File: config.mk
export PLATFORM = sky130hd
export DESIGN_NAME = led_lbus
export DESIGN_NICKNAME = d
export VERILOG_FILES = /design/src/hdl/led_lbus.sv
export SDC_FILE = /design/constraint.sdc
export NUM_CORES = 1
export LEC_CHECK = 0
export BUFFER_PORTS_ARGS = -buffer_cell sky130_fd_sc_hd__buf_2
export CAP_MARGIN = 20
export CORE_UTILIZATION = 35
export CTS_BUF_LIST = sky130_fd_sc_hd__clkbuf_8 sky130_fd_sc_hd__clkbuf_16
export DETAILED_ROUTE_END_ITERATION = 10
export PLACE_DENSITY = 0.89
export SLEW_MARGIN = 10
export SYNTH_ARGS = -nofsm -noshare
export SYNTH_HDL_FRONTEND = slang
export SYNTH_SLANG_ARGS = --single-unit
export TNS_END_PERCENT = 50
File: constraint.sdc
create_clock -name clk -period 1.3 [get_ports clk]
set_input_delay 0.065 -clock clk [delete_from_list [all_inputs] [get_ports clk]]
set_output_delay 0.065 -clock clk [all_outputs]
set_load 0.05 [all_outputs]
File: src/hdl/led_lbus.sv
`timescale 1ns/100ps

module led_lbus (
  input  logic        clk,
  input  logic        rst_n_i,
  input  logic        lb_sel_i,
  input  logic        lb_read_i,
  input  logic        lb_write_i,
  input  logic [31:0] lb_wdata_i,
  output logic [31:0] lb_rdata_o,
  output logic [7:0]  led_o
);

  // led register, low byte of the write
  always_ff @(posedge clk or negedge rst_n_i) begin
    if (!rst_n_i) begin
      led_o <= 8'h00;
    end else if (lb_sel_i & lb_write_i) begin
      led_o <= lb_wdata_i[7:0];
    end
  end

  // read back on the strobe
  always_ff @(posedge clk) begin
    if (lb_sel_i & lb_read_i) begin
      lb_rdata_o <= {24'b0, led_o};
    end
  end

endmodule

==> results.json <==
{
  "grt_pass1_vias": 317,
  "cp_top_family": "flip-flops",
  "first_iter_violations": 1,
  "crit_required_ns": 1.24,
  "fin_tns_setup_ns": 0,
  "seq_area_frac_synth_pct": 60.5,
  "num_io_pins": 77,
  "worstReg2RegStart": "led_o[4]",
  "status": "complete, no violations",
  "portBuffers": 28,
  "routedWlPerCell_um": 9.03,
  "drv_slew": 0,
  "critPathKind": "reg2out",
  "whs_path_depth": 2,
  "max_stage_delay_ns": 0.37,
  "clock.fmax_mhz": 1060,
  "cap_violations": 0,
  "ir_drop_mv": 0.519,
  "hold_path_end": "led_o[0]",
  "powerDensity_nw_per_um2": 1670,
  "rows": 16,
  "gr-total-overflow": 0,
  "area_growth_pct": 18.0,
  "track_usage_pct": 8.36,
  "crit_chain": "buf_2",
  "grt_pass1_wl_um": 1280,
  "crit_fanout": 3,
  "r2r_end": "led_o[4]",
  "dieWidth_um": 47.6,
  "antenna_found_initial": 0,
  "clkTransAtPathRegs_ns": 0.06,
  "num_vias": 392,
  "first_pass_iters": 3,
  "cts_made_buffers": 3,
  "finalCriticalPeriod_ns": 0.947,
  "final_layout_size_suffix_gt1_share_pct": 50.0,
  "route.detailed.drc": 0,
  "drt-total-wl_um": 984,
  "num_antenna_cells": 0,
  "gp_congestion": 0.645,
  "netlist_instances": 51,
  "synth_area_um2": 728,
  "ys_seq_elements": 16,
  "clock_latency_ns": 0.24,
  "ys_warn_count": 0,
  "most-common-layout-cells": "buf_2 (28), conb_1 (24), mux2_2 (8), edfxtp_1 (8), dfrtp_1 (8)",
  "crit_slowest_cell": "dfrtp_1",
  "reg2reg_slack_ns": 0.51,
  "hold_ws_ns": 0.0570,
  "hold_class": "in2reg",
  "min_from": "lb_wdata_i[0]",
  "p_leak_nw": 0.423,
  "cts_root_buffer": "clkbuf_8",
  "design_area_um2": 860,
  "finalCritPeriodShare_pct": 72.8,
  "final_common_cell": "buf_2",
  "skew_ns": 0.000581,
  "nets": 121,
  "synth_cell_types": 7,
  "worst_setup_path_end_kind": "output port",
  "fp.dieH_um": 47.6,
  "cts_sinks": 16,
  "worst_slack_ns": 0.353,
  "cts_max_level": 1,
  "core_um2": 1960,
  "vias_per_cell": 3.60,
  "ant_nets": 0,
  "placed_area_um2": 808,
  "startpoint": "led_o[4]",
  "crit_arrival_ns": 0.88,
  "grt_max_degree": 9,
  "hold_viol_final": 0,
  "clockBufferDepth": 2,
  "setup_viol": 0,
  "rsz0062_at_grt": "no",
  "place_ws_ns": 0.452,
  "dieArea_um2": 2270,
  "syn_avg_cell_area_um2": 14.3,
  "dp_hpwl_um": 794,
  "rr_worst_depth": 1,
  "start_util_pct": 37.1,
  "crit_buf_inv": 1,
  "tritoncts": "yes",
  "critPathLaunchType": "register"
}
-- repair_timing --
item	in CTS	in global routing
hold buffers	1	0
gates resized for setup	0	0
endpoints found under the hold margin	8	0
buffers inserted	0	0
-- worst max path at each step --
stage | end | slack (ns) | cells past startpoint
2_1_floorplan | led_o[0] | 0.30 | 1
3_3_place_gp | led_o[3] | 0.49 | 3
3_5_place_dp | led_o[4] | 0.45 | 3
4_1_cts | led_o[4] | 0.34 | 1
5_1_grt | led_o[6] | 0.31 | 1
6_report | led_o[4] | 0.35 | 1
-- flip-flops by register name, indices dropped and copies added, names as in the netlist --
signal,cells
led_o,8
lb_rdata_o,8
-- logic make-up after synthesis --
logic type	Yosys count	synth area share, %
buffers and inverters	24	24.7
DFF	16	60.5
muxes	8	12.4
and+or+nand+nor	2	1.89
other	1	0.515
-- power breakdown --
group	leakage [nW]	internal (mW)	total, mW	switching (mW)
logic	0.232	0.0816	0.470	0.388
registers	0.169	0.598	0.626	0.0285
clock network	0.0216	0.204	0.343	0.139
total	0.423	0.883	1.44	0.556
-- cells in the mapped netlist --
master | number | area, µm²
and2_2 | 1 | 7.51
buf_4 | 24 | 180
conb_1 | 1 | 3.75
dfrtp_1 | 8 | 200
edfxtp_1 | 8 | 240
mux2_2 | 8 | 90.1
nand2_2 | 1 | 6.26
-- cell type report --
class / instances / area, µm²
Clock buffer: 3 / 41.3
Fill cell: 194 / 1100
Multi-Input combinational cell: 34 / 194
Sequential cell: 16 / 440
Tap cell: 27 / 33.8
Timing Repair Buffer: 29 / 150
-- through the flow --
| stage | instances | util (%) | power, mW |
|---|---|---|---|
| floorplan | 74 | - | 1.07 |
| global placement | 105 | 41.2 | 1.10 |
| detailed placement | 105 | 41.2 | 1.10 |
| CTS | 109 | 43.8 | 1.45 |
| global route | 109 | 43.8 | 1.50 |
| finish | 109 | 43.8 | 1.44 |
-- per-layer routing --
layer	up-vias	routed length, µm	GRT usage (%)
li1	186	-	-
met1	179	361	8.85
met2	27	544	16.4
met3	0	78	1.13
met4	0	0	3.33
met5	-	0	0
(Power assumes the default switching activity.)
