===== src/hdl/sw_key_lbus.sv =====
`timescale 1ns/100ps

module sw_key_lbus #(
  parameter int DEBOUNCE_CNT = 16
) (
  input  logic        clk,
  input  logic        rst_n_i,
  input  logic [3:0]  key_raw_i,
  input  logic [1:0]  sw_raw_i,
  input  logic        lb_sel_i,
  input  logic        lb_read_i,
  input  logic        lb_write_i,
  input  logic [31:0] lb_wdata_i,
  output logic [31:0] lb_rdata_o
);

  localparam int IN_NUM = 6;
  localparam int CNT_W  = $clog2(DEBOUNCE_CNT + 1);

  logic [IN_NUM-1:0] in_raw;
  logic [IN_NUM-1:0] sync_1;
  logic [IN_NUM-1:0] sync_2;
  logic [IN_NUM-1:0] stable;
  logic [CNT_W-1:0]  cnt [IN_NUM];
  logic [3:0]        key_d;
  logic [3:0]        press;
  logic [3:0]        clear;
  logic [3:0]        latch;

  // keys are active low on the pins
  assign in_raw = {sw_raw_i, ~key_raw_i};

  always_ff @(posedge clk or negedge rst_n_i) begin
    if (!rst_n_i) begin
      sync_1 <= '0;
      sync_2 <= '0;
    end else begin
      sync_1 <= in_raw;
      sync_2 <= sync_1;
    end
  end

  // take the new level once it held for DEBOUNCE_CNT cycles
  always_ff @(posedge clk or negedge rst_n_i) begin
    if (!rst_n_i) begin
      stable <= '0;
      for (int i = 0; i < IN_NUM; i++) begin
        cnt[i] <= '0;
      end
    end else begin
      for (int i = 0; i < IN_NUM; i++) begin
        if (sync_2[i] == stable[i]) begin
          cnt[i] <= '0;
        end else if (cnt[i] == CNT_W'(DEBOUNCE_CNT - 1)) begin
          stable[i] <= sync_2[i];
          cnt[i]    <= '0;
        end else begin
          cnt[i] <= cnt[i] + 1'b1;
        end
      end
    end
  end

  assign press = stable[3:0] & ~key_d;
  // write 1 to clear a latch
  assign clear = (lb_sel_i & lb_write_i) ? lb_wdata_i[11:8] : 4'b0000;

  always_ff @(posedge clk or negedge rst_n_i) begin
    if (!rst_n_i) begin
      key_d <= '0;
      latch <= '0;
    end else begin
      key_d <= stable[3:0];
      latch <= (latch & ~clear) | press;
    end
  end

  always_ff @(posedge clk) begin
    if (lb_sel_i & lb_read_i) begin
      lb_rdata_o <= {20'b0, latch, 2'b0, stable};
    end
  end

endmodule


===== config.mk =====
export PLATFORM = sky130hd
export DESIGN_NAME = sw_key_lbus
export DESIGN_NICKNAME = d
export VERILOG_FILES = /design/src/hdl/sw_key_lbus.sv
export SDC_FILE = /design/constraint.sdc
export NUM_CORES = 1
export LEC_CHECK = 0
export BUFFER_PORTS_ARGS = -buffer_cell sky130_fd_sc_hd__buf_2
export CAP_MARGIN = 20
export CORE_AREA = 2 2 86 88
export CTS_CLUSTER_SIZE = 16
export DETAILED_ROUTE_END_ITERATION = 6
export DIE_AREA = 0 0 88 90
export SYNTH_ARGS = -nofsm -noshare
export SYNTH_HDL_FRONTEND = slang
export SYNTH_SLANG_ARGS = --single-unit

===== constraint.sdc =====
create_clock -name clk -period 1.9 [get_ports clk]
set_clock_uncertainty 0.1 [all_clocks]
set_input_delay 0.19 -clock clk [delete_from_list [all_inputs] [get_ports clk]]
set_output_delay 0.19 -clock clk [all_outputs]
set_load 0.1 [all_outputs]

==> impl_results.md <==
* Power Dens Cells at 957 nW/um^2
* Share of post-route cells with drive strength above 1 at 0.194
* Vias in the first global route at 1378
* Post-synth EDFFs at 10
* Post-Syn Area at 2570 um^2
* Placed insts at 323
* Synth top cells by count: dfrtp_1 (56), buf_4 (22), nor2_1 (22), xor2_1 (18), inv_1 (14)
* Initial antenna violation count at 0
* Top post-synthesis cells by area: dfrtp_1 (55%), edfxtp_1 (12%), buf_4 (6.4%), xor2_1 (6.1%), nor2_1 (3.2%)
* Layout Cells excl Fill at 346
* Placement row count at 31
* Final hold vios at 0
* Register area share after synthesis at 0.662
* Initial Util at 0.366
* CTS clk-pin slew, worst paths at 0.07 ns
* Syn Area/Cell at 12.8 um^2
* First-pass GRT wire length at 5.91 mm
* Post-DP HPWL at 2.30 mm
* Initial DRT Pass Iterations at 4
* Die area at 7920 um^2
* Slew HR at 0.627
* RSZ-0062 raised after global routing: false
* Final WL at 3.48 mm
* Pwr Total at 2850 uW
* Area Growth Syn to Fin at 15.9%
* Area of the multi-input gates at 729 um^2
* CP max FO at 1
* Post-synth top area share at 0.545
* Finish-stage setup viols at 0
* # resized after CTS at 0
* CTS root buffer: clkbuf_8
* Max stage delay on crit path at 0.42 ns
* Logic gate share of total power at 0.132
* Yosys top cell by area: dfrtp_1
* Startpoint types: flip-flop
* Antenna Nets Post-Route at 0
* Max-slew violations at 0
* Final nets at 291
* Num ports at 75
* F_max at 724 MHz
* Die Y-Extent at 90 um
* Most numerous cell in the Yosys netlist: dfrtp_1
* Setup_tns at 0 ns
* CTS H-tree depth at 3
* Leak Pwr at 0.00152 uW
* Remaining DRCs at 0
* Total overflow reported by the global router at 0
* Register area at 1700 um^2
* Critical Path, Cell by Cell: buf_2
* Avg WL per Cell at 10.1 um
* Die width at 88 um
* Clock latency on the worst-skew pair at 0.34 ns
* Yosys reg bits at 66
* Minimum clock period at 1.38 ns
* Required @ worst endpoint at 1.61 ns
* Max IR drop VDD at 389 uV
* WP data arrival at 1.09 ns
* Total GRT Usage at 0.0997
* Initial drt markers at 33
* Cell variety after synth at 19
* Hold WC Path Type: in -> reg
* Primary FF master, synth: dfrtp_1
* Clock Sinks at 66
* CP Buf/Inv Count at 1
* Post-Syn Instances at 200
* CP max stage cell: buf_2
* Switching pwr at 839 uW
* CTS tree: done
* Core Area at 7020 um^2
* Worst-Margin Slew at 0.559 ns
* Sequential power share at 0.532
* Yosys warnings at 0
* CTS Buffer Depth at 2
* Largest net degree at the start of global routing at 57
* Crit Path Class: reg -> out
* Via Count at 1377
* I/O Buffers at 24
* Fill cells at 664
* Via-to-Cell Ratio at 3.98
* Post-synth ARST share at 0.848
* Worst path top cell family by delay: buffers and inverters
* Int Power at 2010 uW
* Fin crit share at 0.727
* Switching Fraction at 0.295
* TritonCTS Buffers at 9
* Setup crit end kind: output port
* Max-cap check violation count at 0
* Outcome: complete, no violations
* Clock power frac at 0.336
* Routability Congestion at 0.703
* Final antenna diode count at 0
[cell type report]
| class | count | area share |
|---|---|---|
| sequential | 66 | 0.571 |
| multi-input combinational | 119 | 0.245 |
| timing repair buffer | 32 | 0.0706 |
| clock buffer | 10 | 0.0428 |
| tap | 99 | 0.0416 |
| inverter | 14 | 0.0176 |
| clock inverter | 6 | 0.0113 |
[routing by layer]
metal,GRT usage,vias up,share of wire
met5,0,-,0
met4,0.0500,0,0.011
met3,0.0533,3,0.064
met2,0.156,33,0.49
met1,0.108,656,0.43
li1,-,685,-
[layout by cell type, fill, tap and decap left out, types with 7 or more instances in the layout]
master | Yosys | layout
dfrtp_1 | 56 | 56
buf_2 | 0 | 24
nor2_1 | 22 | 22
conb_1 | 1 | 22
xor2_1 | 18 | 18
inv_1 | 14 | 14
nand3_1 | 13 | 13
edfxtp_1 | 10 | 10
clkbuf_8 | 0 | 9
dlygate4sd3_1 | 0 | 7
[flip-flops by register name (all words and copies together), names as in the netlist]
signal / cells
cnt: 30
sync_2: 6
latch: 4
key_d: 4
lb_rdata_o: 10
sync_1: 6
stable: 6
[metrics by stage]
stage / instance area [um^2] / worst slack [ns] / hold WS, ns / utilization
6_report: 2980 / 0.519 / 0.0698 / 0.424
5_1_grt: 2980 / 0.444 / 0.0706 / 0.424
4_1_cts: 2980 / 0.498 / 0.0541 / 0.424
3_5_place_dp: 2750 / 0.544 / 0.109 / 0.391
3_3_place_gp: 2750 / 0.557 / 0.115 / 0.391
2_1_floorplan: 2650 / 0.633 / -0.206 / -
[power by group through the flow]
stage,clock network [uW],logic [uW],registers (uW)
after global routing,1060,407,1520
final,956,377,1520
after floorplan,0,290,1590
after CTS,1000,382,1520
after detailed placement,0,371,1540
after global placement,0,367,1540
[cells by family (layout without fill, tap and decap cells)]
| family | count (synthesis) | after routing | share of synthesized area |
|---|---|---|---|
| mux | 6 | 6 | 0.0263 |
| compound gates | 10 | 10 | 0.0224 |
| other cells | 1 | 22 | 0.00146 |
| xor+xnor | 18 | 18 | 0.0613 |
| simple gates | 57 | 57 | 0.112 |
| fa+ha+maj | 6 | 6 | 0.0292 |
| buf+inv | 36 | 62 | 0.0847 |
| flops | 66 | 66 | 0.662 |
[timing repair]
action | in CTS | in global routing
hold buffers | 7 | 0
hold endpoints to repair | 62 | 0
buffers inserted | 0 | 0
[worst paths after layout]
check	from	endpoint	slack [ns]	cells after the start
worst max-delay path	lb_rdata_o[8]	lb_rdata_o[8]	0.52	1
worst min-delay path	lb_wdata_i[10]	latch[2]	0.07	4
worst max register to register	cnt[15]	stable[2]	0.54	4
worst min register to register	sync_1[1]	sync_2[1]	0.25	0
max in group asynchronous	rst_n_i	stable[3]	1.16	3
min in group asynchronous	rst_n_i	key_d[1]	0.29	3
(Power assumes the default switching activity.)
