<file path="src/hdl/xt_bus_pkg.sv">
package xt_bus_pkg;

  // high-speed bus byte address
  localparam int HB_ADDR_WIDTH = 18;
  // low-speed bus offset inside its domain
  localparam int LB_ADDR_WIDTH = 8;

  // store size, data sits in the low bits
  typedef enum logic [1:0] {
    WIDTH_BYTE = 2'd0,
    WIDTH_HALF = 2'd1,
    WIDTH_WORD = 2'd2
  } write_width_t;

  // address map
  localparam logic [HB_ADDR_WIDTH-1:0] RAM_BASE      = 18'h0_0000;
  localparam logic [HB_ADDR_WIDTH-1:0] LB_BASE       = 18'h1_0000;
  localparam logic [HB_ADDR_WIDTH-1:0] UNMAPPED_BASE = 18'h2_0000;

  // high-speed domains
  localparam int ID_RAM   = 0;
  localparam int ID_XT_LB = 1;

  // low-speed slaves, one word each
  localparam int LB_ID_SW_KEY = 0;
  localparam int LB_ID_LED    = 1;

endpackage

</file>
<file path="src/hdl/xt_lb.sv">
`timescale 1ns/100ps

module xt_lb
  import xt_bus_pkg::*;
#(
  parameter int LB_DIV       = 4,
  parameter int LB_SLAVE_NUM = 2
) (
  input  logic                     clk,
  input  logic                     rst_n_i,
  // high-speed side
  input  logic                     sel_i,
  input  logic                     read_i,
  input  logic                     write_i,
  input  logic [HB_ADDR_WIDTH-1:0] addr_i,
  input  logic [31:0]              wdata_i,
  output logic                     read_finish_o,
  output logic                     write_finish_o,
  output logic [31:0]              rdata_o,
  // low-speed side
  output logic [LB_SLAVE_NUM-1:0]  lb_sel_o,
  output logic [LB_ADDR_WIDTH-1:0] lb_addr_o,
  output logic [31:0]              lb_wdata_o,
  output logic                     lb_read_o,
  output logic                     lb_write_o,
  input  logic [31:0]              lb_rdata_i [LB_SLAVE_NUM]
);

  localparam int DIV_W = (LB_DIV > 1) ? $clog2(LB_DIV) : 1;

  typedef enum logic [1:0] {S_IDLE, S_WAIT, S_STROBE, S_CAPTURE} state_t;

  state_t                   state;
  logic [DIV_W-1:0]         div_cnt;
  logic                     tick;
  logic                     op_read;
  logic [LB_SLAVE_NUM-1:0]  hit;
  logic [LB_SLAVE_NUM-1:0]  sel_q;
  logic [LB_ADDR_WIDTH-1:0] addr_q;
  logic [31:0]              wdata_q;

  // tick stands in for the slow bus clock
  always_ff @(posedge clk or negedge rst_n_i) begin
    if (!rst_n_i) begin
      div_cnt <= '0;
    end else if (tick) begin
      div_cnt <= '0;
    end else begin
      div_cnt <= div_cnt + 1'b1;
    end
  end

  assign tick = (div_cnt == DIV_W'(LB_DIV - 1));

  // one slave per word offset
  always_comb begin
    for (int i = 0; i < LB_SLAVE_NUM; i++) begin
      hit[i] = (addr_i[LB_ADDR_WIDTH-1:2] == (LB_ADDR_WIDTH-2)'(i));
    end
  end

  always_ff @(posedge clk or negedge rst_n_i) begin
    if (!rst_n_i) begin
      state   <= S_IDLE;
      op_read <= 1'b0;
      sel_q   <= '0;
    end else begin
      case (state)
        S_IDLE: begin
          if (sel_i & (read_i | write_i)) begin
            op_read <= read_i;
            sel_q   <= hit;
            state   <= S_WAIT;
          end
        end
        S_WAIT: begin
          if (tick) begin
            state <= S_STROBE;
          end
        end
        S_STROBE: state <= S_CAPTURE;
        default:  state <= S_IDLE;
      endcase
    end
  end

  always_ff @(posedge clk) begin
    if (state == S_IDLE) begin
      addr_q  <= addr_i[LB_ADDR_WIDTH-1:0];
      wdata_q <= wdata_i;
    end
  end

  assign lb_sel_o   = (state == S_STROBE) ? sel_q : '0;
  assign lb_read_o  = (state == S_STROBE) & op_read;
  assign lb_write_o = (state == S_STROBE) & ~op_read;
  assign lb_addr_o  = addr_q;
  assign lb_wdata_o = wdata_q;

  // slave registered its data on the strobe
  assign read_finish_o  = (state == S_CAPTURE) & op_read;
  assign write_finish_o = (state == S_CAPTURE) & ~op_read;

  always_comb begin
    rdata_o = '0;
    for (int i = 0; i < LB_SLAVE_NUM; i++) begin
      if (sel_q[i]) begin
        rdata_o = lb_rdata_i[i];
      end
    end
  end

endmodule

</file>
<file path="config.mk">
export PLATFORM = sky130hd
export DESIGN_NAME = xt_lb
export DESIGN_NICKNAME = d
export VERILOG_FILES = /design/src/hdl/xt_bus_pkg.sv /design/src/hdl/xt_lb.sv
export SDC_FILE = /design/constraint.sdc
export NUM_CORES = 1
export LEC_CHECK = 0
export BUFFER_PORTS_ARGS = -buffer_cell sky130_fd_sc_hd__buf_4
export CAP_MARGIN = 10
export CORE_ASPECT_RATIO = 1.5
export CORE_MARGIN = 2
export CORE_UTILIZATION = 36
export DETAILED_ROUTE_END_ITERATION = 7
export GPL_TIMING_DRIVEN = 0
export PLACE_DENSITY = 0.79
export SYNTH_ARGS = -nofsm -noshare
export SYNTH_HDL_FRONTEND = slang
export SYNTH_SLANG_ARGS = --single-unit
export TNS_END_PERCENT = 20
</file>
<file path="constraint.sdc">
create_clock -name clk -period 3.05 [get_ports clk]
set_input_delay 0.61 -clock clk [delete_from_list [all_inputs] [get_ports clk]]
set_output_delay 0.61 -clock clk [all_outputs]
set_load 0.02 [all_outputs]
</file>
==> out/qor.csv <==
stage,metric,value,unit
global_route,grt_antenna_before_repair,0,
timing,layout_min_cycle_time,2.08,ns
clocking,cts.htree.levels,2,
synthesis,synthArstFlopShare,14.9,%
clocking,cts.path.max_buffers,2,
setup_path,crit_arrival,1.47,ns
timing,slew_headroom,77.2,%
timing,finClkSkew,0.00660,ns
finish,drive_gt1_share,66.6,%
global_route,grt_max_degree,32,
detailed_routing,met3WireLength,1.19,mm
finish,layout.cells.non_filler,384,
synthesis,syn-instance-count,119,
global_route,grtUsageTotal,24.7,%
detailed_routing,wl_met1,2.29,mm
global_route,grt_pass1_vias,1979,
synthesis,yosysUniqueCellTypes,24,
floorplanning,die_h,94.5,um
synthesis,synth_nets,243,
finish,final_common_cell,buf_4,
finish,fin_util,66.6,%
timing,fin_tns_setup,0,ns
pwr,worst_ir_drop_vdd,0.000539,V
synthesis,netlist_area,1970,um^2
floorplanning,core_area,5370,um^2
clocking,cts_buffers,5,
detailed_routing,highest_layer,met4,
setup_path,cp_max_fo,10,
clocking,post_cts_buffers,0,
place,place_ws,1.23,ns
synthesis,postSynthAreaPerCell,16.5,um^2
setup_path,end_kind,output port,
setup_path,cp-start-kind,register,
pwr,power,0.00252,W
detailed_routing,vias,1875,
floorplanning,die_area,6080,um^2
timing,fmax,481,MHz
detailed_routing,wire_per_inst,19.2,um
timing,setup_viol,0,
detailed_routing,wirelength,7.39,mm
timing,fin_ws,0.972,ns
global_route,grt_overflow_total,0,
detailed_routing,via_per_inst,4.88,
detailed_routing,first_pass_iters,5,
clocking,cts-root-buf,clkbuf_8,
floorplanning,initial_core_util,36.6,%
setup_path,path_cells,buf_6 -> nor2b_4 -> buf_6 -> a22o_1 -> buf_4,
global_route,grt_pass1_wl,10.7,mm
timing,rsz0062_at_grt,false,
finish,antenna_cells,0,
synthesis,yosys_warnings,0,
clocking,clk_pin_slew,0.08,ns
detailed_routing,first_iter_violations,87,
place,gp_congestion,0.788,
detailed_routing,ant_nets,0,
floorplanning,io_pins,197,
detailed_routing,drc,0,
flow_run,maxCapViolCount,0,
setup_path,criticalPathCategory,register to output port,
finish,num-fill-cells,427,
synthesis,synthFlopType,edfxtp_1,
floorplanning,rows,33,
timing,timing.final.crit_share,68.1,%
timing,worst_pin_slew,0.342,ns
run_status,run_status,completed,
min_path,hp-class,input port to asynchronous set/reset pin,
finish,multi_input_area,524,um^2
floorplanning,fp.dieW,64.3,um
place,portBuffers,186,
clocking,numClockSinks,47,
finish,syn_to_final_growth,81.9,%
setup_path,path_common_cell,buf_6,
timing,maxSlewViolCount,0,
setup_path,cp_slowest_stage_delay,0.38,ns
clocking,clk_latency,0.30,ns
synthesis,synth_edf_count,40,
clocking,cts_tree,built,
pwr,powerDensity,704,nW/um^2
setup_path,crit_slowest_cell,dfrtp_1,
synthesis,synth_seq_area_share,70.0,%
finish,layout.nets,437,
synthesis,ys_ff_latch,47,
finish,final_cell_mix,"buf_4, edfxtp_1, a22o_1, clkbuf_8, dfrtp_1",
detailed_routing,dr_wl_met2,3.82,mm
pwr,p_leak,1.70,nW
clocking,ctsResizeCount,0,
place,dp_cells,376,
setup_path,critPathRequiredTime,2.44,ns
finish,seq_area,1380,um^2
place,dp_hpwl,6.19,mm
timing,hold_viol,0,
clocking,postCtsHoldBufs,0,
==> through the flow <==
| step | instance area, um^2 | hold WS [ns] |
|---|---|---|
| global route | 3580 | 0.0972 |
| CTS | 3580 | 0.0978 |
| detailed placement | 3470 | 0.421 |
| global placement | 3450 | 0.416 |
| finish | 3580 | 0.108 |
| floorplan | 1970 | 0.314 |
==> Yosys cell counts, types with 2 or more instances <==
| library cell | instances | area, um^2 |
|---|---|---|
| a22o_1 | 31 | 272 |
| buf_6 | 4 | 45.0 |
| o21ai_1 | 2 | 10.0 |
| dfrtp_1 | 7 | 175 |
| nand2_1 | 5 | 18.8 |
| inv_1 | 2 | 7.51 |
| nor2_1 | 2 | 7.51 |
| and2_1 | 4 | 25.0 |
| nor2b_1 | 2 | 12.5 |
| buf_2 | 3 | 15.0 |
| edfxtp_1 | 40 | 1200 |
| ha_1 | 5 | 62.6 |
==> metal layers <==
layer  GRT usage [%]  vias up
met3            13.8        7
li1                -      859
met5               0        -
met4            7.45        0
met2            44.6      150
met1            23.6      859
==> critical path, delay by kind of cell, from the launching register on <==
kind,cells,cell delay [ns]
DFF,1,0.38
and+or+nand+nor,1,0.17
buffers and inverters,3,0.46
AOI/OAI and AO/OA,1,0.16
==> sequential cells by signal (all words and copies together) (netlist names) <==
signal / count
div_cnt: 2
lb_addr_o: 8
lb_wdata_o: 32
op_read: 1
sel_q: 2
state: 2
==> logic make-up (layout without fill, tap and decap cells) <==
kind of cell / after synthesis / in the layout / share of synthesized area, %
DFF: 47 / 47 / 70.0
AOI/OAI and AO/OA: 38 / 38 / 16.6
and+or+nand+nor: 17 / 17 / 4.90
buffers and inverters: 9 / 204 / 3.44
adders and majority gates: 5 / 5 / 3.18
muxes: 3 / 3 / 1.85
==> path summary, 6_finish.rpt <==
check                      slack (ns)         end  startpoint  depth (start not counted)
max in group asynchronous        2.81    sel_q[0]     rst_n_i                          1
min                              0.11     op_read     rst_n_i                          1
min in group clk                 0.44  div_cnt[0]  div_cnt[0]                          1
min reg2reg                      0.44  div_cnt[0]  div_cnt[0]                          1
max reg2reg                      1.25     op_read    state[0]                          5
max                              0.97  rdata_o[3]    sel_q[1]                          5
==> where the power goes <==
part           internal, W  switching [W]
Combinational     0.000481       0.000605
Sequential        0.000956      0.0000720
Clock             0.000206       0.000196
==> final cells by class <==
cell class / count / share of cell area (%)
sequential: 47 / 38.5
clock inverter: 1 / 0.210
timing repair buffer: 187 / 39.6
inverter: 2 / 0.210
buffer: 7 / 1.68
clock buffer: 7 / 2.69
tap: 70 / 2.45
multi-input combinational: 63 / 14.7
Power figures use the tool's default switching activity.
