<file path="config.mk">
export PLATFORM = sky130hd
export DESIGN_NAME = xt_hb
export DESIGN_NICKNAME = d
export VERILOG_FILES = /design/src/hdl/xt_bus_pkg.sv /design/src/hdl/xt_hb.sv
export SDC_FILE = /design/constraint.sdc
export NUM_CORES = 1
export LEC_CHECK = 0
export ABC_AREA = 1
export BUFFER_PORTS_ARGS = -buffer_cell sky130_fd_sc_hd__buf_2
export CORE_AREA = 2 2 89 91
export CTS_CLUSTER_DIAMETER = 80
export DETAILED_ROUTE_END_ITERATION = 12
export DIE_AREA = 0 0 91 93
export SLEW_MARGIN = 20
export SYNTH_ARGS = -nofsm -noshare
export SYNTH_HDL_FRONTEND = slang
export SYNTH_SLANG_ARGS = --single-unit
</file>
<file path="constraint.sdc">
create_clock -name clk -period 0.9 [get_ports clk]
set_input_delay 0.135 -clock clk [delete_from_list [all_inputs] [get_ports clk]]
set_output_delay 0.135 -clock clk [all_outputs]
set_load 0.01 [all_outputs]
</file>
<file path="src/hdl/xt_bus_pkg.sv">
package xt_bus_pkg;

  // high-speed bus byte address
  localparam int HB_ADDR_WIDTH = 18;
  // low-speed bus offset inside its domain
  localparam int LB_ADDR_WIDTH = 8;

  // store size, data sits in the low bits
  typedef enum logic [1:0] {
    WIDTH_BYTE = 2'd0,
    WIDTH_HALF = 2'd1,
    WIDTH_WORD = 2'd2
  } write_width_t;

  // address map
  localparam logic [HB_ADDR_WIDTH-1:0] RAM_BASE      = 18'h0_0000;
  localparam logic [HB_ADDR_WIDTH-1:0] LB_BASE       = 18'h1_0000;
  localparam logic [HB_ADDR_WIDTH-1:0] UNMAPPED_BASE = 18'h2_0000;

  // high-speed domains
  localparam int ID_RAM   = 0;
  localparam int ID_XT_LB = 1;

  // low-speed slaves, one word each
  localparam int LB_ID_SW_KEY = 0;
  localparam int LB_ID_LED    = 1;

endpackage

</file>
<file path="src/hdl/xt_hb.sv">
`timescale 1ns/100ps

module xt_hb
  import xt_bus_pkg::*;
#(
  parameter int DOMAIN_NUM = 2
) (
  input  logic                     clk,
  input  logic                     rst_n_i,
  // master side
  input  logic                     read_i,
  input  logic                     write_i,
  input  logic [HB_ADDR_WIDTH-1:0] raddr_i,
  input  logic [HB_ADDR_WIDTH-1:0] waddr_i,
  input  logic [31:0]              wdata_i,
  input  write_width_t             write_width_i,
  output logic [31:0]              rdata_o,
  output logic                     stall_o,
  // domain side
  input  logic [DOMAIN_NUM-1:0]    read_finish_i,
  input  logic [DOMAIN_NUM-1:0]    write_finish_i,
  input  logic [31:0]              domain_rdata_i [DOMAIN_NUM],
  output logic [DOMAIN_NUM-1:0]    domain_sel_o,
  output logic [HB_ADDR_WIDTH-1:0] addr_o,
  output logic [31:0]              wdata_o,
  output write_width_t             write_width_o,
  output logic                     read_o,
  output logic                     write_o
);

  logic                  req;
  logic [DOMAIN_NUM-1:0] hit;
  logic                  unmapped;
  logic                  unmap_done;
  logic                  finish_any;

  assign req = read_i | write_i;

  // read and write never overlap
  assign addr_o        = read_i ? raddr_i : waddr_i;
  assign wdata_o       = wdata_i;
  assign write_width_o = write_width_i;
  assign read_o        = read_i;
  assign write_o       = write_i;

  // address map decode
  always_comb begin
    hit      = '0;
    unmapped = 1'b0;
    if (addr_o < LB_BASE) begin
      hit[ID_RAM] = 1'b1;
    end else if (addr_o < UNMAPPED_BASE) begin
      hit[ID_XT_LB] = 1'b1;
    end else begin
      unmapped = 1'b1;
    end
  end

  assign domain_sel_o = req ? hit : '0;

  // nobody answers above the map, so finish here after one cycle
  always_ff @(posedge clk or negedge rst_n_i) begin
    if (!rst_n_i) begin
      unmap_done <= 1'b0;
    end else begin
      unmap_done <= req & unmapped & ~finish_any;
    end
  end

  assign finish_any = (|read_finish_i) | (|write_finish_i) | unmap_done;
  assign stall_o    = req & ~finish_any;

  // unmapped reads fall through as 0
  always_comb begin
    rdata_o = '0;
    for (int i = 0; i < DOMAIN_NUM; i++) begin
      if (read_finish_i[i]) begin
        rdata_o = domain_rdata_i[i];
      end
    end
  end

endmodule

</file>
==> results of run 1 <==
[area by class of cell]
class                   instances  area (µm²)
repair buffers                175        1010
fillers                       875        5580
inverters                       6        40.0
repair inverters                1        8.76
well taps                     102         128
flip-flops and latches          1        25.0
multi-input cells             161         732
[routing by layer]
layer	routed length [µm]	share of wire [%]	global-route usage (%)
met5	13	0.28	0
met1	1800	39	8.64
met4	9	0.20	0
met2	2280	50	17.6
met3	501	11	2.50
[how the worst max path moves through the flow]
stage,from,to,slack [ps],depth (start not counted)
5_1_grt,read_finish_i[1],rdata_o[4],-10,5
3_5_place_dp,read_finish_i[1],rdata_o[24],-100,5
3_3_place_gp,read_finish_i[1],rdata_o[24],-90,5
4_1_cts,read_finish_i[0],stall_o,-30,6
2_1_floorplan,read_i,domain_sel_o[0],130,5
6_report,read_finish_i[1],rdata_o[4],40,5
[through the flow]
step / hold WS [ps] / TNS [ps] / power (mW)
4_1_cts: 270 / -240 / 0.923
3_3_place_gp: -85.8 / -2550 / 0.885
3_5_place_dp: -81.4 / -3240 / 0.890
6_report: 270 / 0 / 0.980
5_1_grt: 270 / -16.0 / 1.08
2_1_floorplan: -161 / 0 / 0.600
[cells in the final DEF, fill, tap and decap left out]
master and instances:
buf_2 159, nand2_1 115, nand3_1 21, nand3_2 13, nor2_1 5, buf_6 5
nand2_2 4, inv_1 4, buf_8 4, buf_4 3, inv_6 2, buf_12 2
clkinv_8 1, o21ai_1 1, nor2_4 1, o21ai_0 1, clkbuf_16 1, dlygate4sd3_1 1
dfrtp_1 1
[kinds of logic (layout without fill, tap and decap cells)]
kind of cell | count (synthesis) | count (layout)
DFF | 1 | 1
AOI/OAI and AO/OA | 2 | 2
buffers and inverters | 57 | 182
and+or+nand+nor | 159 | 159
[power groups by stage]
stage,registers (mW),logic (mW),clock network [mW]
2_1_floorplan,0.0465,0.554,0
3_3_place_gp,0.0465,0.839,0
3_5_place_dp,0.0465,0.844,0
4_1_cts,0.0465,0.876,0
5_1_grt,0.0466,1.03,0
6_report,0.0465,0.933,0
[timing repair]
action	4_1_cts	5_1_grt
gates cloned	0	2
gates resized for setup	10	26
hold buffers	1	0
setup buffers	3	0
hold endpoints to repair	1	0
pin swaps	3	5
endpoints found under the setup margin	50	44
==> impl_results.md, run 1 <==
* Worst-Skew Late Latency at 0 ps
* Cell-internal power at 0.510 mW
* Ys flop type: dfrtp_1
* Placer Congestion at 0.717
* Seq pwr share at 4.7%
* Via/cell ratio at 3.91
* Port Buffer Count at 162
* Worst Reg-to-Reg Cells at 4
* Final cell count without fillers at 446
* Via count at 1745
* Setup CP Type: in2out
* Post-synth net total at 361
* Dpl cells at 441
* Setup WS post-layout at 39.4 ps
* Row cnt at 32
* Fmax at 1160 MHz
* Post-DP Area at 1750 µm²
* Synth Area in Compound Gates at 0.925%
* Synth top area cells: nand2_1, buf_4, nand3_1
* Worst R2R Start: unmap_done$_DFF_PN0_
* Inserted Diodes at 0
* Synth unique cells at 13
* Post-synthesis xor/xnor area fraction at 0%
* Antenna Nets Post-Route at 0
* Final Net Count at 488
* First-pass GRT wire length at 6270 µm
* Synth area leader: nand2_1
* Final Setup Violations at 0
* Leak pwr at 1.27 nW
* Critical-path top delay cell: buf_12
* WHS Path Cells at 0
* Post-synthesis sequential area ratio at 2.31%
* WL per Instance at 10.3 µm
* Worst Path Arrival at 730 ps
* Endpoints failing hold at 0
* Max Transition Viols Final at 0
* Cell area after synthesis at 1080 µm²
* Slowest Stage Delay on Critical Path at 160 ps
* Max Cap Viol at 0
* Endpoint class of the critical path: primary output
* Rel. slew slack at 88.4%
* GRT Util Overall at 8.42%
* Overflow after GRT at 0
* Post-synthesis adder-cell area fraction at 0%
* Syn avg cell area at 4.94 µm²
* Switching Share at 48.0%
* Simple-gate share of the synthesized area at 60.0%
* Status: finished, final reports clean
* Hold EP: wdata_o[6]
* Largest Register: unmap_done
* Final Util at 25.8%
* EDFF count, synth at 0
* Largest delay share family, worst path: buffers and inverters
* # IOs at 231
* Mux contribution to synthesized area at 0%
* Worst R2R Setup Slack at 140 ps
* Final period util at 95.6%
* Vias in the first global route at 1516
* 1st-iter DRT viols at 30
* Total die area at 8460 µm²
* Core Region at 7530 µm²
* Net switching power at 0.470 mW
* Comb pwr share at 95.3%
* Synth warn at 0
* Pre-CTS setup slack at -103 ps
* Largest net degree at the start of global routing at 33
* CP max FO at 15
* CP Cell Sequence: buf_8, buf_12, nand2_1, nand2_1, buf_2
* CP dominant cell by count: nand2_1
* Startpoint Class: primary input
* Die W at 91 µm
* Drt total wl at 4600 µm
* Clk_skew at 0 ps
* Largest family of logic cells by synthesized area: simple AND/OR/NAND/NOR gates
* Most frequent cells after synthesis: nand2_1, buf_4, nand3_1
* Worst r2r dst: unmap_done$_DFF_PN0_
* Largest registers: unmap_done (1)
* Initial antenna violation count at 1
* Starting Density at 14.4%
* Startpoint of the lowest-slack hold path: wdata_i[6]
* Fraction of registers with async set/reset at 100%
* DRC Markers at 0
* Worst min path class: in2out
* DP HPWL at 3460 µm
* Final min period at 861 ps
* Synth Register Bits at 1
* Max IR drop VDD at 154 µV
* Clock power frac at 0%
* Buffers & Inverters on Critical Path at 3
* Share of cells above drive strength 1 at 56.7%
* Area Overhead vs Synth at 79.5%
* Worst-Margin Slew at 173 ps
* Post-synth top area share at 39.9%
* Post-Layout Inst Area at 1940 µm²
* Count leader, synth: nand2_1
* Die Height at 93 µm
* DR pass1 iterations at 4
* Cell Pwr Density at 504 nW/µm²
* Mapped Cells at 219
* Max FFs per register at 1
* Required time worst endpoint at 760 ps
Note: power is estimated with default switching activity, not from simulation.
==> inputs of run 2 (changes only) <==
--- a/config.mk
+++ b/config.mk
@@ -5,7 +5,6 @@
 export SDC_FILE = /design/constraint.sdc
 export NUM_CORES = 1
 export LEC_CHECK = 0
-export ABC_AREA = 1
 export BUFFER_PORTS_ARGS = -buffer_cell sky130_fd_sc_hd__buf_2
 export CORE_AREA = 2 2 89 91
 export CTS_CLUSTER_DIAMETER = 80
==> run 2 against run 1 <==
  * The flow now finishes with violations (setup timing)
  * Final cell count is 24% lower
  * Highest routed layer is now met4
  * Via count shrank 22%
  * First-iteration DRC count is 63% lower
  * Critical path depth is 1 lower
  * Fmax is 26% lower
  * Worst setup slack worse by 300 ps
==> impl_results.md, run 2 <==
* # IOs at 231 (unchanged)
* Total die area at 8460 µm² (unchanged)
* Largest registers: unmap_done (1)
* Most common cell after layout, fill and taps aside: buf_2
* DR pass1 iterations at 4 (unchanged)
* Area Overhead vs Synth at 126%
* Worst r2r dst: unmap_done$_DFF_PN0_
* Startpoint of the lowest-slack hold path: wdata_i[10]
* Worst Reg-to-Reg Cells at 2 (-2)
* Fraction of registers with async set/reset at 100% (unchanged)
* DP HPWL at 3430 µm (-0.96%)
* First-pass GRT wire length at 6380 µm (+1.8%)
* Port Buffer Count at 162 (unchanged)
* Clk_skew at 0 ps (unchanged)
* Leak pwr at 1.14 nW (-10%)
* Commonest non-fill, non-tap cells in the layout: buf_2, a22o_1, buf_6
* Endpoint class of the critical path: primary output
* Largest net degree at the start of global routing at 18 (-45%)
* Vias in the first global route at 1302 (-14%)
* 1st-iter DRT viols at 11 (-63%)
* Synth top area cells: a22o_1, buf_4, mux2_2
* Setup WS post-layout at -262 ps (-301 ps)
* Endpoints failing hold at 0 (unchanged)
* Synth unique cells at 19 (+6)
* Area of the multi-input gates at 657 µm² (-10%)
* Final period util at 129% (+33 points)
* Final min period at 1160 ps (+301 ps)
* Seq pwr share at 4.2% (-0.5 points)
* Synth Register Bits at 1 (unchanged)
* Worst min path class: in2out
* Mapped Cells at 108 (-51%)
* Drt total wl at 4590 µm (-0.26%)
* GRT Util Overall at 9.13% (+0.72 points)
* Antenna Nets Post-Route at 0 (unchanged)
* Max Cap Viol at 0 (unchanged)
* Core Region at 7530 µm² (unchanged)
* Rel. slew slack at 88.0% (-0.40 points)
* Row cnt at 32 (unchanged)
* Synth warn at 0 (unchanged)
* Overflow after GRT at 0 (unchanged)
* Post-DP Area at 1640 µm² (-6.6%)
* Clock power frac at 0% (unchanged)
* Comb pwr share at 95.8% (+0.5 points)
* Placer Congestion at 0.695 (-3.0%)
* WHS Path Cells at 0 (unchanged)
* RSZ-0062 raised after global routing: true
* Max IR drop VDD at 131 µV (-15%)
* Syn avg cell area at 8.33 µm² (+69%)
* Switching Share at 36.5% (-12 points)
* Pre-CTS setup slack at -293 ps (-190 ps)
* Required time worst endpoint at 760 ps (about the same)
* Startpoint Class: primary input
* Worst Path Arrival at 1030 ps (+300 ps)
* DRC Markers at 0 (unchanged)
* Post-synthesis sequential area ratio at 2.78% (+0.47 points)
* Synth area leader: a22o_1
* Max FFs per register at 1 (unchanged)
* Hold EP: wdata_o[10]
* Starting Density at 12.0% (-2.4 points)
* Cell-internal power at 0.714 mW (+40%)
* CP max FO at 2 (-13)
* Worst R2R Start: unmap_done$_DFF_PN0_
* Final Net Count at 383 (-22%)
* Setup CP Type: in2out
* EDFF count, synth at 0 (unchanged)
* Post-synth net total at 250 (-31%)
* Share of cells above drive strength 1 at 83.3% (+27 points)
* Ys flop type: dfrtp_1
* Inserted Diodes at 0 (unchanged)
* Final Setup Violations at 51 (+51)
* Post-Layout Inst Area at 2030 µm² (+4.6%)
* Status: finished, violations left
* Via count at 1357 (-22%)
* Most frequent cells after synthesis: buf_4, a22o_1, mux2_2
* Final Util at 27.0% (+1.2 points)
* Cell Pwr Density at 553 nW/µm² (+9.6%)
* Max Transition Viols Final at 0 (unchanged)
* WL per Instance at 13.5 µm (+30%)
* Initial antenna violation count at 0 (-1)
* Dpl cells at 335 (-24%)
* Register area at 25.0 µm² (unchanged)
* Net switching power at 0.410 mW (-13%)
* Hold_ws at 270 ps (unchanged)
* Worst R2R Setup Slack at 170 ps (+30 ps)
* Final cell count without fillers at 341 (-24%)
* Via/cell ratio at 3.98 (+1.7%)
* Worst-Skew Late Latency at 0 ps (unchanged)
* Die Height at 93 µm (unchanged)
* Largest Register: unmap_done
* Filler cells at 818 (-6.5%)
* Die W at 91 µm (unchanged)
* Fmax at 861 MHz (-26%)
* Count leader, synth: buf_4
* Failing checks: setup timing
* Worst-Margin Slew at 180 ps (+7.11 ps)
* Post-synth top area share at 30.2% (-9.7 points)
* Cell area after synthesis at 900 µm² (-17%)
run 2: layout make-up:
class                   count  area share [%]
inverters                   1           0.185
flip-flops and latches      1            1.23
multi-input cells          61            32.3
well taps                 102            6.28
repair buffers            176            60.0
run 2: through the flow:
stage                     setup TNS [ps]  total power [mW]
after floorplan                    -1180             0.588
after global placement             -8080             0.858
after detailed placement           -8800             0.872
after CTS                          -6950              1.10
after global routing               -7390              1.21
final                              -6090              1.12
run 2: timing repair:
action                                  4_1_cts  5_1_grt
endpoints found under the setup margin       54       53
pin swaps                                     6        3
gates cloned                                  3        1
hold buffers                                  1        0
resized for setup                            55        6
buffers inserted                              1        1
hold endpoints to repair                      1        0
run 2: logic make-up (layout without fill, tap and decap cells):
| logic type | after synthesis | after routing | share of synthesized area, % |
|---|---|---|---|
| buffers and inverters | 46 | 177 | 35.7 |
| AO/OA/AOI/OAI | 34 | 34 | 32.1 |
| multiplexers | 18 | 18 | 22.5 |
| AND/OR/NAND/NOR | 9 | 9 | 6.82 |
| flip-flops | 1 | 1 | 2.78 |
run 2: critical path: stages:
cell,delay [ps]
buf_6,90
or4_4,550
nor3_4,110
buf_2,140
run 2: how the worst max path moves through the flow:
stage                                  from              endpoint  slack, ps
after floorplan           write_finish_i[0]  unmap_done$_DFF_PN0_       -100
after global routing      write_finish_i[0]               stall_o       -280
after detailed placement   read_finish_i[0]               stall_o       -290
final                     write_finish_i[0]               stall_o       -260
after global placement    write_finish_i[0]               stall_o       -290
after CTS                 write_finish_i[0]               stall_o       -280
run 2: power by group through the flow:
stage / registers [mW] / logic [mW] / clock network [mW]
finish: 0.0471 / 1.08 / 0
global route: 0.0472 / 1.16 / 0
CTS: 0.0471 / 1.05 / 0
detailed placement: 0.0471 / 0.825 / 0
global placement: 0.0472 / 0.811 / 0
floorplan: 0.0471 / 0.541 / 0
run 2: layer usage:
layer	part of all wire [%]	vias to the layer above	track usage [%]	wire length, µm
met2	53	118	18.0	2420
met4	0.50	0	0.505	23
met3	10	4	1.85	478
met5	0	-	0	0
li1	-	634	-	-
met1	36	601	10.5	1660
